## config.mk

```make
export PLATFORM = sky130hd
export DESIGN_NAME = camera_frontend
export DESIGN_NICKNAME = d
export VERILOG_FILES = /design/src/hdl/csi2_pkg.sv /design/src/hdl/camera_pkg.sv /design/src/hdl/csi2_packet_decoder.sv /design/src/hdl/raw10_unpacker.sv /design/src/hdl/window_crop.sv /design/src/hdl/frame_metering.sv /design/src/hdl/camera_frontend.sv
export SDC_FILE = /design/constraint.sdc
export NUM_CORES = 1
export LEC_CHECK = 0
export BUFFER_PORTS_ARGS = -buffer_cell sky130_fd_sc_hd__buf_2
export CAP_MARGIN = 20
export CORE_AREA = 2 2 138 194
export DETAILED_ROUTE_END_ITERATION = 6
export DIE_AREA = 0 0 140 196
export PLACE_DENSITY = 0.9
export SYNTH_ARGS = -nofsm -noshare
export SYNTH_HDL_FRONTEND = slang
export SYNTH_SLANG_ARGS = --single-unit
```

## constraint.sdc

```tcl
create_clock -name mipi_byte_clock -period 4.14 [get_ports mipi_byte_clock]
set_clock_uncertainty 0.05 [all_clocks]
set_input_delay 0.414 -clock mipi_byte_clock [delete_from_list [all_inputs] [get_ports mipi_byte_clock]]
set_output_delay 0.414 -clock mipi_byte_clock [all_outputs]
set_load 0.05 [all_outputs]
```

## src/hdl/csi2_pkg.sv

```systemverilog
// Packet-level types and data-type codes of the MIPI CSI-2 receiver interface.
// Referenced by scoped name from the decoder, the top level and the testbench.

package csi2_pkg;

    typedef logic [5:0]  csi2_data_type_t;   // Packet header data type
    typedef logic [15:0] csi2_word_count_t;  // Long-packet payload length in bytes
    typedef logic [7:0]  csi2_byte_t;        // One payload byte

    // Short packet codes
    localparam csi2_data_type_t CSI2_DT_FRAME_START = 6'h00;
    localparam csi2_data_type_t CSI2_DT_FRAME_END   = 6'h01;

    // Long packet codes
    localparam csi2_data_type_t CSI2_DT_RAW10       = 6'h2B;

endpackage

```

## src/hdl/camera_pkg.sv

```systemverilog
// Pixel, coordinate and metering types shared by the pixel stages of the front end.
// Also holds the RAW10 group geometry used by the unpacker and the testbench model.

package camera_pkg;

    typedef logic [9:0]  pixel_t;         // One RAW10 pixel
    typedef logic [11:0] pixel_coord_t;   // Column or row index, crop bounds
    typedef logic [23:0] pixel_count_t;   // Metered pixels per frame
    typedef logic [31:0] metering_sum_t;  // Sum of metered pixels per frame

    // A RAW10 group is four MSB bytes followed by one byte of packed LSBs
    localparam int RAW10_GROUP_BYTES  = 5;
    localparam int RAW10_GROUP_PIXELS = 4;

endpackage

```

## src/hdl/csi2_packet_decoder.sv

```systemverilog
// Turns CSI-2 receiver header and payload strobes into a framed RAW10 byte stream.
// Frame level follows the frame start and end short packets, line level follows
// accepted RAW10 long packets. Other data types and stray payload are dropped.

`timescale 1ns/1ps

module csi2_packet_decoder (
    input  logic                        mipi_byte_clock,
    input  logic                        mipi_byte_reset_n,

    input  logic                        sp_en_i,
    input  logic                        lp_av_en_i,
    input  csi2_pkg::csi2_data_type_t   dt_i,
    input  csi2_pkg::csi2_word_count_t  wc_i,

    input  logic                        payload_en_i,
    input  csi2_pkg::csi2_byte_t        payload_i,

    output logic                        frame_valid_o,
    output logic                        line_valid_o,
    output logic                        byte_valid_o,
    output csi2_pkg::csi2_byte_t        byte_o
);

    typedef enum logic [1:0] {
        ST_IDLE,
        ST_FRAME,
        ST_LINE
    } decoder_state_t;

    decoder_state_t             state;
    csi2_pkg::csi2_word_count_t byte_count;  // Payload bytes still to come
    logic                       frame_start;
    logic                       frame_end;
    logic                       raw10_header;

    assign frame_start  = sp_en_i && (dt_i == csi2_pkg::CSI2_DT_FRAME_START);
    assign frame_end    = sp_en_i && (dt_i == csi2_pkg::CSI2_DT_FRAME_END);
    assign raw10_header = lp_av_en_i && (dt_i == csi2_pkg::CSI2_DT_RAW10) && (wc_i != '0);

    // Levels decode straight from the state register
    assign frame_valid_o = (state != ST_IDLE);
    assign line_valid_o  = (state == ST_LINE);

    always_ff @(posedge mipi_byte_clock or negedge mipi_byte_reset_n) begin
        if (!mipi_byte_reset_n) begin
            state        <= ST_IDLE;
            byte_count   <= '0;
            byte_valid_o <= 1'b0;
        end else begin
            byte_valid_o <= 1'b0;

            case (state)
                ST_IDLE: begin
                    if (frame_start) begin
                        state <= ST_FRAME;
                    end
                end

                ST_FRAME: begin
                    if (frame_end) begin
                        state <= ST_IDLE;
                    end else if (raw10_header) begin
                        state      <= ST_LINE;
                        byte_count <= wc_i;
                    end
                end

                ST_LINE: begin
                    if (frame_end) begin
                        state <= ST_IDLE;  // Truncated line
                    end else if (payload_en_i) begin
                        byte_valid_o <= 1'b1;
                        byte_count   <= byte_count - 1'b1;
                        if (byte_count == csi2_pkg::csi2_word_count_t'(1)) begin
                            state <= ST_FRAME;  // Line drops with the last byte
                        end
                    end
                end

                default: begin
                    state <= ST_IDLE;
                end
            endcase
        end
    end

    always_ff @(posedge mipi_byte_clock) begin
        if (payload_en_i) begin
            byte_o <= payload_i;
        end
    end

endmodule

```

## src/hdl/raw10_unpacker.sv

```systemverilog
// Unpacks 5-byte RAW10 groups into 10-bit pixels, one pixel per cycle.
// A finished group moves to a drain register so the next group can be collected
// while it empties. Line and frame levels stretch until the drain is empty.

`timescale 1ns/1ps

module raw10_unpacker (
    input  logic                  mipi_byte_clock,
    input  logic                  mipi_byte_reset_n,

    input  logic                  frame_valid_i,
    input  logic                  line_valid_i,
    input  logic                  byte_valid_i,
    input  csi2_pkg::csi2_byte_t  byte_i,

    output logic                  frame_valid_o,
    output logic                  line_valid_o,
    output logic                  pixel_valid_o,
    output camera_pkg::pixel_t    pixel_o
);

    csi2_pkg::csi2_byte_t msb_bytes [camera_pkg::RAW10_GROUP_PIXELS];
    camera_pkg::pixel_t   drain [camera_pkg::RAW10_GROUP_PIXELS - 1];
    logic [2:0]           byte_index;
    logic [2:0]           group_index;  // Position of the current byte in its group
    logic [1:0]           drain_left;
    logic                 line_valid_d;
    logic                 line_start;
    logic                 group_done;
    logic                 pixel_next;
    logic                 line_next;

    assign line_start  = line_valid_i && !line_valid_d;
    assign group_index = line_start ? 3'd0 : byte_index;
    assign group_done  = byte_valid_i &&
                         (group_index == 3'(camera_pkg::RAW10_GROUP_BYTES - 1));
    assign pixel_next  = group_done || (drain_left != 2'd0);
    assign line_next   = line_valid_i || pixel_next;

    always_ff @(posedge mipi_byte_clock or negedge mipi_byte_reset_n) begin
        if (!mipi_byte_reset_n) begin
            line_valid_d  <= 1'b0;
            byte_index    <= 3'd0;
            drain_left    <= 2'd0;
            frame_valid_o <= 1'b0;
            line_valid_o  <= 1'b0;
            pixel_valid_o <= 1'b0;
        end else begin
            line_valid_d  <= line_valid_i;
            line_valid_o  <= line_next;
            frame_valid_o <= frame_valid_i || line_next;
            pixel_valid_o <= pixel_next;

            if (group_done) begin
                byte_index <= 3'd0;
                drain_left <= 2'(camera_pkg::RAW10_GROUP_PIXELS - 1);
            end else begin
                if (byte_valid_i) begin
                    byte_index <= group_index + 3'd1;
                end else if (line_start) begin
                    byte_index <= 3'd0;
                end
                if (drain_left != 2'd0) begin
                    drain_left <= drain_left - 2'd1;
                end
            end
        end
    end

    always_ff @(posedge mipi_byte_clock) begin
        if (byte_valid_i && !group_done) begin
            msb_bytes[group_index[1:0]] <= byte_i;
        end

        if (group_done) begin
            // LSB byte holds two bits per pixel, pixel 0 in bits 1:0
            pixel_o <= {msb_bytes[0], byte_i[1:0]};
            for (int k = 1; k < camera_pkg::RAW10_GROUP_PIXELS; k++) begin
                drain[k - 1] <= {msb_bytes[k], byte_i[2 * k +: 2]};
            end
        end else if (drain_left != 2'd0) begin
            pixel_o <= drain[0];
            for (int k = 0; k < camera_pkg::RAW10_GROUP_PIXELS - 2; k++) begin
                drain[k] <= drain[k + 1];
            end
        end
    end

endmodule

```

## src/hdl/window_crop.sv

```systemverilog
// Passes only the pixels inside a programmed window, start bounds inclusive and
// end bounds exclusive. Bounds are sampled at frame start and hold for the frame.

`timescale 1ns/1ps

module window_crop (
    input  logic                      mipi_byte_clock,
    input  logic                      mipi_byte_reset_n,

    input  camera_pkg::pixel_coord_t  x_start_i,
    input  camera_pkg::pixel_coord_t  x_end_i,
    input  camera_pkg::pixel_coord_t  y_start_i,
    input  camera_pkg::pixel_coord_t  y_end_i,

    input  logic                      frame_valid_i,
    input  logic                      line_valid_i,
    input  logic                      pixel_valid_i,
    input  camera_pkg::pixel_t        pixel_i,

    output logic                      frame_valid_o,
    output logic                      line_valid_o,
    output logic                      pixel_valid_o,
    output camera_pkg::pixel_t        pixel_o
);

    camera_pkg::pixel_coord_t x_start;
    camera_pkg::pixel_coord_t x_end;
    camera_pkg::pixel_coord_t y_start;
    camera_pkg::pixel_coord_t y_end;
    camera_pkg::pixel_coord_t x_count;
    camera_pkg::pixel_coord_t y_count;
    camera_pkg::pixel_coord_t column;
    logic                     frame_valid_d;
    logic                     line_valid_d;
    logic                     frame_start;
    logic                     line_start;
    logic                     line_end;
    logic                     in_rows;
    logic                     in_cols;

    assign frame_start = frame_valid_i && !frame_valid_d;
    assign line_start  = line_valid_i && !line_valid_d;
    assign line_end    = !line_valid_i && line_valid_d;
    assign column      = line_start ? '0 : x_count;

    assign in_rows = (y_count >= y_start) && (y_count < y_end);
    assign in_cols = (column >= x_start) && (column < x_end);

    always_ff @(posedge mipi_byte_clock or negedge mipi_byte_reset_n) begin
        if (!mipi_byte_reset_n) begin
            frame_valid_d <= 1'b0;
            line_valid_d  <= 1'b0;
            x_start       <= '0;
            x_end         <= '0;
            y_start       <= '0;
            y_end         <= '0;
            x_count       <= '0;
            y_count       <= '0;
            frame_valid_o <= 1'b0;
            line_valid_o  <= 1'b0;
            pixel_valid_o <= 1'b0;
        end else begin
            frame_valid_d <= frame_valid_i;
            line_valid_d  <= line_valid_i;

            if (frame_start) begin
                x_start <= x_start_i;
                x_end   <= x_end_i;
                y_start <= y_start_i;
                y_end   <= y_end_i;
                y_count <= '0;
            end else if (line_end) begin
                y_count <= y_count + 1'b1;
            end

            if (pixel_valid_i) begin
                x_count <= column + 1'b1;
            end else if (line_start) begin
                x_count <= '0;
            end

            frame_valid_o <= frame_valid_i;
            line_valid_o  <= line_valid_i && in_rows;
            pixel_valid_o <= pixel_valid_i && in_rows && in_cols;
        end
    end

    always_ff @(posedge mipi_byte_clock) begin
        pixel_o <= pixel_i;
    end

endmodule

```

## src/hdl/frame_metering.sv

```systemverilog
// Meters the pixels of each frame as sum, count and peak value.
// Results update and metering_ready_o pulses one cycle after frame_valid_i falls.

`timescale 1ns/1ps

module frame_metering (
    input  logic                       mipi_byte_clock,
    input  logic                       mipi_byte_reset_n,

    input  logic                       frame_valid_i,
    input  logic                       line_valid_i,
    input  logic                       pixel_valid_i,
    input  camera_pkg::pixel_t         pixel_i,

    output camera_pkg::metering_sum_t  pixel_sum_o,
    output camera_pkg::pixel_count_t   pixel_count_o,
    output camera_pkg::pixel_t         pixel_peak_o,
    output logic                       metering_ready_o
);

    camera_pkg::metering_sum_t sum_acc;
    camera_pkg::pixel_count_t  count_acc;
    camera_pkg::pixel_t        peak_acc;
    camera_pkg::metering_sum_t sum_base;
    camera_pkg::pixel_count_t  count_base;
    camera_pkg::pixel_t        peak_base;
    logic                      frame_valid_d;
    logic                      frame_start;
    logic                      frame_end;
    logic                      pixel_take;

    assign frame_start = frame_valid_i && !frame_valid_d;
    assign frame_end   = !frame_valid_i && frame_valid_d;
    assign pixel_take  = pixel_valid_i && line_valid_i;

    // New frame starts from zero
    assign sum_base   = frame_start ? '0 : sum_acc;
    assign count_base = frame_start ? '0 : count_acc;
    assign peak_base  = frame_start ? '0 : peak_acc;

    always_ff @(posedge mipi_byte_clock or negedge mipi_byte_reset_n) begin
        if (!mipi_byte_reset_n) begin
            frame_valid_d    <= 1'b0;
            sum_acc          <= '0;
            count_acc        <= '0;
            peak_acc         <= '0;
            pixel_sum_o      <= '0;
            pixel_count_o    <= '0;
            pixel_peak_o     <= '0;
            metering_ready_o <= 1'b0;
        end else begin
            frame_valid_d    <= frame_valid_i;
            metering_ready_o <= frame_end;

            if (pixel_take) begin
                sum_acc   <= sum_base + camera_pkg::metering_sum_t'(pixel_i);
                count_acc <= count_base + 1'b1;
                peak_acc  <= (pixel_i > peak_base) ? pixel_i : peak_base;
            end else if (frame_start) begin
                sum_acc   <= '0;
                count_acc <= '0;
                peak_acc  <= '0;
            end

            if (frame_end) begin
                pixel_sum_o   <= sum_acc;
                pixel_count_o <= count_acc;
                pixel_peak_o  <= peak_acc;
            end
        end
    end

endmodule

```

## src/hdl/camera_frontend.sv

```systemverilog
// Byte-clock camera front end: CSI-2 packet decode, RAW10 unpack, window crop
// and frame metering in a chain. Crop bounds are taken at each frame start.

`timescale 1ns/1ps

module camera_frontend (
    input  logic                        mipi_byte_clock,
    input  logic                        mipi_byte_reset_n,

    input  logic                        sp_en_i,
    input  logic                        lp_av_en_i,
    input  csi2_pkg::csi2_data_type_t   dt_i,
    input  csi2_pkg::csi2_word_count_t  wc_i,
    input  logic                        payload_en_i,
    input  csi2_pkg::csi2_byte_t        payload_i,

    input  camera_pkg::pixel_coord_t    x_start_i,
    input  camera_pkg::pixel_coord_t    x_end_i,
    input  camera_pkg::pixel_coord_t    y_start_i,
    input  camera_pkg::pixel_coord_t    y_end_i,

    output camera_pkg::metering_sum_t   pixel_sum_o,
    output camera_pkg::pixel_count_t    pixel_count_o,
    output camera_pkg::pixel_t          pixel_peak_o,
    output logic                        metering_ready_o
);

    logic                 decoded_frame_valid;
    logic                 decoded_line_valid;
    logic                 decoded_byte_valid;
    csi2_pkg::csi2_byte_t decoded_byte;

    logic                 unpacked_frame_valid;
    logic                 unpacked_line_valid;
    logic                 unpacked_pixel_valid;
    camera_pkg::pixel_t   unpacked_pixel;

    logic                 cropped_frame_valid;
    logic                 cropped_line_valid;
    logic                 cropped_pixel_valid;
    camera_pkg::pixel_t   cropped_pixel;

    csi2_packet_decoder u_decoder (
        .mipi_byte_clock   (mipi_byte_clock),
        .mipi_byte_reset_n (mipi_byte_reset_n),
        .sp_en_i           (sp_en_i),
        .lp_av_en_i        (lp_av_en_i),
        .dt_i              (dt_i),
        .wc_i              (wc_i),
        .payload_en_i      (payload_en_i),
        .payload_i         (payload_i),
        .frame_valid_o     (decoded_frame_valid),
        .line_valid_o      (decoded_line_valid),
        .byte_valid_o      (decoded_byte_valid),
        .byte_o            (decoded_byte)
    );

    raw10_unpacker u_unpacker (
        .mipi_byte_clock   (mipi_byte_clock),
        .mipi_byte_reset_n (mipi_byte_reset_n),
        .frame_valid_i     (decoded_frame_valid),
        .line_valid_i      (decoded_line_valid),
        .byte_valid_i      (decoded_byte_valid),
        .byte_i            (decoded_byte),
        .frame_valid_o     (unpacked_frame_valid),
        .line_valid_o      (unpacked_line_valid),
        .pixel_valid_o     (unpacked_pixel_valid),
        .pixel_o           (unpacked_pixel)
    );

    window_crop u_crop (
        .mipi_byte_clock   (mipi_byte_clock),
        .mipi_byte_reset_n (mipi_byte_reset_n),
        .x_start_i         (x_start_i),
        .x_end_i           (x_end_i),
        .y_start_i         (y_start_i),
        .y_end_i           (y_end_i),
        .frame_valid_i     (unpacked_frame_valid),
        .line_valid_i      (unpacked_line_valid),
        .pixel_valid_i     (unpacked_pixel_valid),
        .pixel_i           (unpacked_pixel),
        .frame_valid_o     (cropped_frame_valid),
        .line_valid_o      (cropped_line_valid),
        .pixel_valid_o     (cropped_pixel_valid),
        .pixel_o           (cropped_pixel)
    );

    frame_metering u_metering (
        .mipi_byte_clock   (mipi_byte_clock),
        .mipi_byte_reset_n (mipi_byte_reset_n),
        .frame_valid_i     (cropped_frame_valid),
        .line_valid_i      (cropped_line_valid),
        .pixel_valid_i     (cropped_pixel_valid),
        .pixel_i           (cropped_pixel),
        .pixel_sum_o       (pixel_sum_o),
        .pixel_count_o     (pixel_count_o),
        .pixel_peak_o      (pixel_peak_o),
        .metering_ready_o  (metering_ready_o)
    );

endmodule

```

* After elaboration in Yosys (flattened, before gate mapping)
Memory sizes are Yosys's and may differ from the RTL's. Index checks and enable logic that the tools add are counted.
Word-level totals: register bits 266, latch bits 0, bits in writable memories 62, bits in read-only memories 0, input bits 83, output and inout port bits 67, logic and storage cells 139, memories 2
Cells by class: add/subtract/negate cells 7, multipliers 0, div/mod/pow operators 0, magnitude comparators 5, equality and inequality tests 14, shifts and indexed selects 0, muxes and demuxes 42, bitwise operators 2, reduce and logical (&&, ||, !) cells 37
Memories:
- u_unpacker.msb_bytes | depth 4, width 8, read ports 4, clocked after memory_dff 0, wr ports 1, line raw10_unpacker.sv:22 | csi2_pkg::csi2_byte_t msb_bytes [camera_pkg::RAW10_GROUP_PIXELS];
- u_unpacker.drain | depth 3, width 10, read ports 3, clocked after memory_dff 0, wr ports 3, line raw10_unpacker.sv:23 | camera_pkg::pixel_t drain [camera_pkg::RAW10_GROUP_PIXELS - 1];
Operator list (count):
- $mux W10 | 7
- $mux W16 | 4
- $mux W32 | 2
- $mux W12 | 4
- $mux W24 | 2
- $add A32 B10 Y32 | 1
- $pmux W16 S2 | 1
- $add A12 B1 Y12 const B | 2
- $add A24 B1 Y24 const B | 1
- $ge A12 B12 Y1 | 2
- $lt A12 B12 Y1 | 2
- $logic_and A1 B1 Y1 | 18
- $eq A16 B1 Y1 const B | 1
- $mux W2 | 8
- $reduce_bool A16 Y1 | 1
- $sub A16 B1 Y16 const B | 1
- $gt A10 B10 Y1 | 1
- $mux W1 | 10
- $reduce_bool A2 Y1 | 5
- $mux W3 | 3
- $eq A6 B1 Y1 const B | 1
- $eq A6 B6 Y1 const B | 1
- $logic_not A1 Y1 | 6
- $logic_not A6 Y1 | 1
- 15 further kinds | 22

* Depth between registers and ports, before layout
depth after elaboration 9, mapped depth 12, gate-level depth less buffers 10

* Hierarchy
Synthesis repeated with hierarchy kept, for this count alone.
Unflattened totals: cell total of the unflattened synthesis 1386, area, all modules 15738.8 µm²
By module, submodules not included:
- frame_metering | instances 1, cells each 609, area an instance 6630.1 µm², sequential area each 3353.2 µm²
- window_crop | instances 1, cells each 458, area an instance 4411.7 µm², sequential area each 2102.0 µm²
- raw10_unpacker | instances 1, cells each 154, area an instance 3144.3 µm², sequential area each 2387.3 µm²
- csi2_packet_decoder | instances 1, cells each 165, area an instance 1552.7 µm², sequential area each 715.7 µm²

* Worst setup path after synthesis
OpenSTA, ideal clock, no wires.
path kind register to register, start point reg u_metering.frame_valid_d, end point reg u_metering.peak_acc[0], library setup time 125 ps, data arrival time 2891 ps, required time 3965 ps, setup slack 1074 ps, cell stages (with the launch flop) 13, path buffers 3, clock period less this slack 3066 ps, path through dfrtp_1 nand2b_1 clkbuf_1 clkbuf_1 nand2_1 ha_1 a21o_1 a21o_1 a21oi_1 nor2_1 o21ai_0 buf_1 mux2_2
On the way: cells in the longest elaborated chain, start to end 6
Ends and longest elaborated chain:
- start, declared | line frame_metering.sv:27 | logic frame_valid_d;
- start signal, assigned | line frame_metering.sv:52 | frame_valid_d <= frame_valid_i;
- $logic_not A1 Y1 (*) | line frame_metering.sv:32 | assign frame_start = frame_valid_i && !frame_valid_d;
- $logic_and A1 B1 Y1 (*) | line frame_metering.sv:32
- $mux W10 (*)
- $gt A10 B10 Y1 | line frame_metering.sv:58 | peak_acc <= (pixel_i > peak_base) ? pixel_i : peak_base;
- $mux W10 | line frame_metering.sv:58
- $mux W10 (*) | line frame_metering.sv:55 | if (pixel_take) begin
- end signal, assigned | line frame_metering.sv:58
- end, declared | line frame_metering.sv:23 | camera_pkg::pixel_t peak_acc;
Mark *: on every way between the ends. The rest lies on a longest branch, timed or not. A chain may end at the register's enable or synchronous reset.

* Worst setup path after layout
start point reg u_metering.frame_valid_d, end point reg u_metering.sum_acc[28]
On the way: cells in the longest elaborated chain, start to end 5
Ends and longest elaborated chain:
- $logic_not A1 Y1 (*) | line frame_metering.sv:32
- $logic_and A1 B1 Y1 (*) | line frame_metering.sv:32
- $mux W32 (*)
- $add A32 B10 Y32 | line frame_metering.sv:56 | sum_acc <= sum_base + camera_pkg::metering_sum_t'(pixel_i);
- $mux W32 (*) | line frame_metering.sv:55
- end signal, assigned | line frame_metering.sv:56
- end, declared | line frame_metering.sv:21 | camera_pkg::metering_sum_t sum_acc;
Marked as above.

==> qor.csv <==
metric;value;unit
Final setup viols;0;
PwrDens;487;nW/um^2
outcome;finished with violations;
Slew Viols, Final;0;
CP arrival;3850;ps
Reg2Reg Launch Point;u_metering.frame_valid_d$_DFF_PN0_;
Core Box Area;25800;sq um
share of cells above drive strength 1;0.157;
syn nets;1616;
Setup WS post-layout;647;ps
Pleak;8.42;nW
Crit. path cell count;10;
Sink Count;328;
fillers;1793;
final hold slack;14.2;ps
max incr delay on CP;560;ps
Worst Reg-to-Reg Cells;10;
worst-path cell chain;nand2b_1 -> and2_1 -> ha_1 -> fa_1 -> a21oi_1 -> o21ai_0 -> a211oi_1 -> nor4_1 -> xnor2_1 -> nor2_1;
Final nets;1777;
#FFs+latches synth;328;
initial antenna violation count;0;
I/O pin count;150;
post-synthesis sequential area ratio;0.572;
clk buf depth;3;
Final TNS setup;0;ps
Syn Inst Count;1456;
total vias in the final route;11300;
Sw Ratio;0.298;
ant diodes;0;
clock-pin slew on the worst setup and hold paths;70;ps
Min-Delay Path Depth;3;
root buffer cell;clkbuf_16;
failing checks;DRC;
Mean Syn Cell Area;10.3;sq um
Max Fclk;286;MHz
Multi-input gate area;5900;sq um
register area;8560;sq um
total CTS buffers;31;
num rows;70;
Worst Path Max Fanout;22;
Max VDD drop;0.447;mV
worst hold start;x_end_i[7];
worst min path class;input port to flop;
CP Capture Type;flop;
total wire length;33.1;mm
hpwl dp;22.5;mm
CP Buf/Inv Count;0;
kind of cell adding the most delay to the critical path;simple AND/OR/NAND/NOR gates;
GRT Resource Usage Total;0.243;
first-pass GRT wire length;54.9;mm
Worst-Margin Slew;1050;ps
critical path class;flop to flop;
post-DR wirelength/cell;16.8;um
Post-synth EDFFs;80;
total gr overflow;0;
Gate power share;0.191;
fin crit share;0.844;
dominant synthesized flop cell;dfrtp_1;
pre-CTS WS;782;ps
relative max-transition margin;0.299;
Slowest-stage cell, CP;a211oi_1;
Area Growth Syn to Fin;15.5;%
unrepaired setup endpoints after global routing;no;
sequential power share;0.459;
Synth warnings;0;
number of global-route vias before repair;11600;
Die W;140;um
critical path data required time;4500;ps
internal cell power;5.91;mW
Detailed Routing Iterations Pass 1;7;
Distinct cells, synth;59;
post-route antenna net violation count;0;
Die ar.;27400;sq um
Hold Path Sink;u_crop.x_end[7]$_DFFE_PN0P_;
sw power;2.51;mW
r2r setup slk;650;ps
post-synthesis async set-or-reset flop share;0.726;
DP Area;16100;sq um
initial core utilization;0.579;
post-layout instance area;17300;sq um
Max-Cap Viols;0;
die height;196;um
Placer Congestion;0.882;
# H-tree levels;1;
RR Endpoint;u_metering.sum_acc[28]$_DFF_PN0_;
startpoint types;flop;
Remaining DRCs;13;
largest net degree at the start of global routing;127;
Port Buf Inserts;149;
Fin. Hold Viols;0;
Worst-Skew Late Latency;560;ps
Cell Area, Synth;15000;sq um
routed vias/inst;5.74;
DR iter-0 viols;755;
CTS tree;yes;
clock power share;0.350;
minimum clock period after layout;3490;ps
-- power by group through the flow --
stage / sequential [mW] / combinational [mW] / clock [mW]
floorplan: 3.87 / 1.12 / 0
detailed placement: 3.91 / 1.56 / 0
CTS: 3.85 / 1.60 / 2.98
global route: 3.89 / 1.81 / 3.10
finish: 3.86 / 1.61 / 2.94
global placement: 3.89 / 1.48 / 0
-- sequential cells by signal (all words and copies together) (netlist names), 2 cells and up --
signal and flops:
u_decoder.byte_o 8, u_crop.x_end 12, u_crop.y_end 12, u_crop.y_count 12, u_metering.peak_acc 10, u_decoder.byte_count 16
u_unpacker.drain 30, u_decoder.state 2, u_crop.y_start 12, u_unpacker.byte_index 3, u_metering.sum_acc 32, u_metering.pixel_sum_o 32
u_crop.x_count 12, u_metering.count_acc 24, u_crop.pixel_o 10, u_metering.pixel_count_o 24, u_metering.pixel_peak_o 10, u_crop.x_start 12
u_unpacker.pixel_o 10, u_unpacker.msb_bytes 32, u_unpacker.drain_left 2
-- worst register-to-register path: stages (launching register included) --
cell and delay, ps:
dfrtp_1 430, nand2b_1 520, and2_1 370, ha_1 210, fa_1 400, a21oi_1 210
o21ai_0 220, a211oi_1 560, nor4_1 130, xnor2_1 190, nor2_1 60
-- cells in the final DEF (no fill, tap or decap), types with 35 or more instances in the layout --
cell type,Yosys,final
edfxtp_1,80,80
nand2_1,341,341
inv_1,81,81
ha_1,76,76
xnor2_1,35,35
buf_2,1,148
nor2_1,78,78
nand3_1,39,39
o21ai_0,96,96
dfrtp_1,238,238
a21oi_1,51,51
-- routing by layer --
| metal | vias up | routed length [um] | track usage | part of all wire |
|---|---|---|---|---|
| met5 | - | 0 | 0 | 0 |
| met1 | 5459 | 12400 | 0.276 | 0.38 |
| met4 | 0 | 1380 | 0.109 | 0.042 |
| met3 | 113 | 1470 | 0.0256 | 0.045 |
| met2 | 420 | 17800 | 0.459 | 0.54 |
| li1 | 5289 | - | - | - |
-- what timing repair did --
| action | 4_1_cts | 5_1_grt |
|---|---|---|
| buffers inserted | 0 | 0 |
| resized for setup | 0 | 0 |
| hold buffers | 17 | 0 |
| hold endpoints to repair | 119 | 0 |
-- worst max-delay path by stage --
stage | end | start | slack, ps
floorplan | u_metering.peak_acc[0]$_DFF_PN0_ | u_metering.frame_valid_d$_DFF_PN0_ | 1070
global placement | u_metering.sum_acc[30]$_DFF_PN0_ | u_metering.frame_valid_d$_DFF_PN0_ | 940
detailed placement | u_metering.sum_acc[28]$_DFF_PN0_ | u_metering.frame_valid_d$_DFF_PN0_ | 780
CTS | u_metering.sum_acc[16]$_DFF_PN0_ | u_metering.frame_valid_d$_DFF_PN0_ | 710
global route | u_metering.sum_acc[26]$_DFF_PN0_ | u_metering.frame_valid_d$_DFF_PN0_ | 380
finish | u_metering.sum_acc[28]$_DFF_PN0_ | u_metering.frame_valid_d$_DFF_PN0_ | 650
-- layout make-up --
type | count | share of cell area
Clock buffer | 36 | 0.0471
Clock inverter | 21 | 0.0141
Inverter | 82 | 0.0178
Multi-Input combinational cell | 993 | 0.341
Sequential cell | 328 | 0.495
Tap cell | 324 | 0.0235
Timing Repair Buffer | 181 | 0.0608
-- metrics by stage --
| step | utilization | power, mW | std cells |
|---|---|---|---|
| 2_1_floorplan | - | 4.99 | 1456 |
| 3_3_place_gp | 0.621 | 5.37 | 1891 |
| 3_5_place_dp | 0.621 | 5.47 | 1891 |
| 4_1_cts | 0.669 | 8.43 | 1965 |
| 5_1_grt | 0.669 | 8.79 | 1965 |
| 6_report | 0.669 | 8.41 | 1965 |
-- cells by family (layout without fill, tap and decap cells) --
| family | after synthesis | in the layout | share of synthesized area |
|---|---|---|---|
| AOI/OAI and AO/OA | 213 | 213 | 0.0831 |
| xor gates and xnor gates | 58 | 58 | 0.0339 |
| adders and majority gates | 77 | 77 | 0.0649 |
| buffers and inverters | 135 | 320 | 0.0344 |
| DFF | 328 | 328 | 0.572 |
| muxes | 43 | 43 | 0.0312 |
| and+or+nand+nor | 602 | 602 | 0.181 |
-- cell usage after synthesis, types with 20 or more instances --
cell | n | area share
and2_1 | 23 | 0.0096
o21ai_0 | 96 | 0.032
nor2_1 | 78 | 0.020
nand3_1 | 39 | 0.013
xor2_1 | 23 | 0.013
dfrtp_1 | 238 | 0.40
nor3_1 | 20 | 0.0067
inv_1 | 81 | 0.020
mux2_2 | 29 | 0.022
clkbuf_1 | 49 | 0.012
nand2_1 | 341 | 0.086
ha_1 | 76 | 0.064
nand4_1 | 27 | 0.011
edfxtp_1 | 80 | 0.16
a21oi_1 | 51 | 0.017
xnor2_1 | 35 | 0.020
Note: power is estimated with default switching activity, not from simulation.
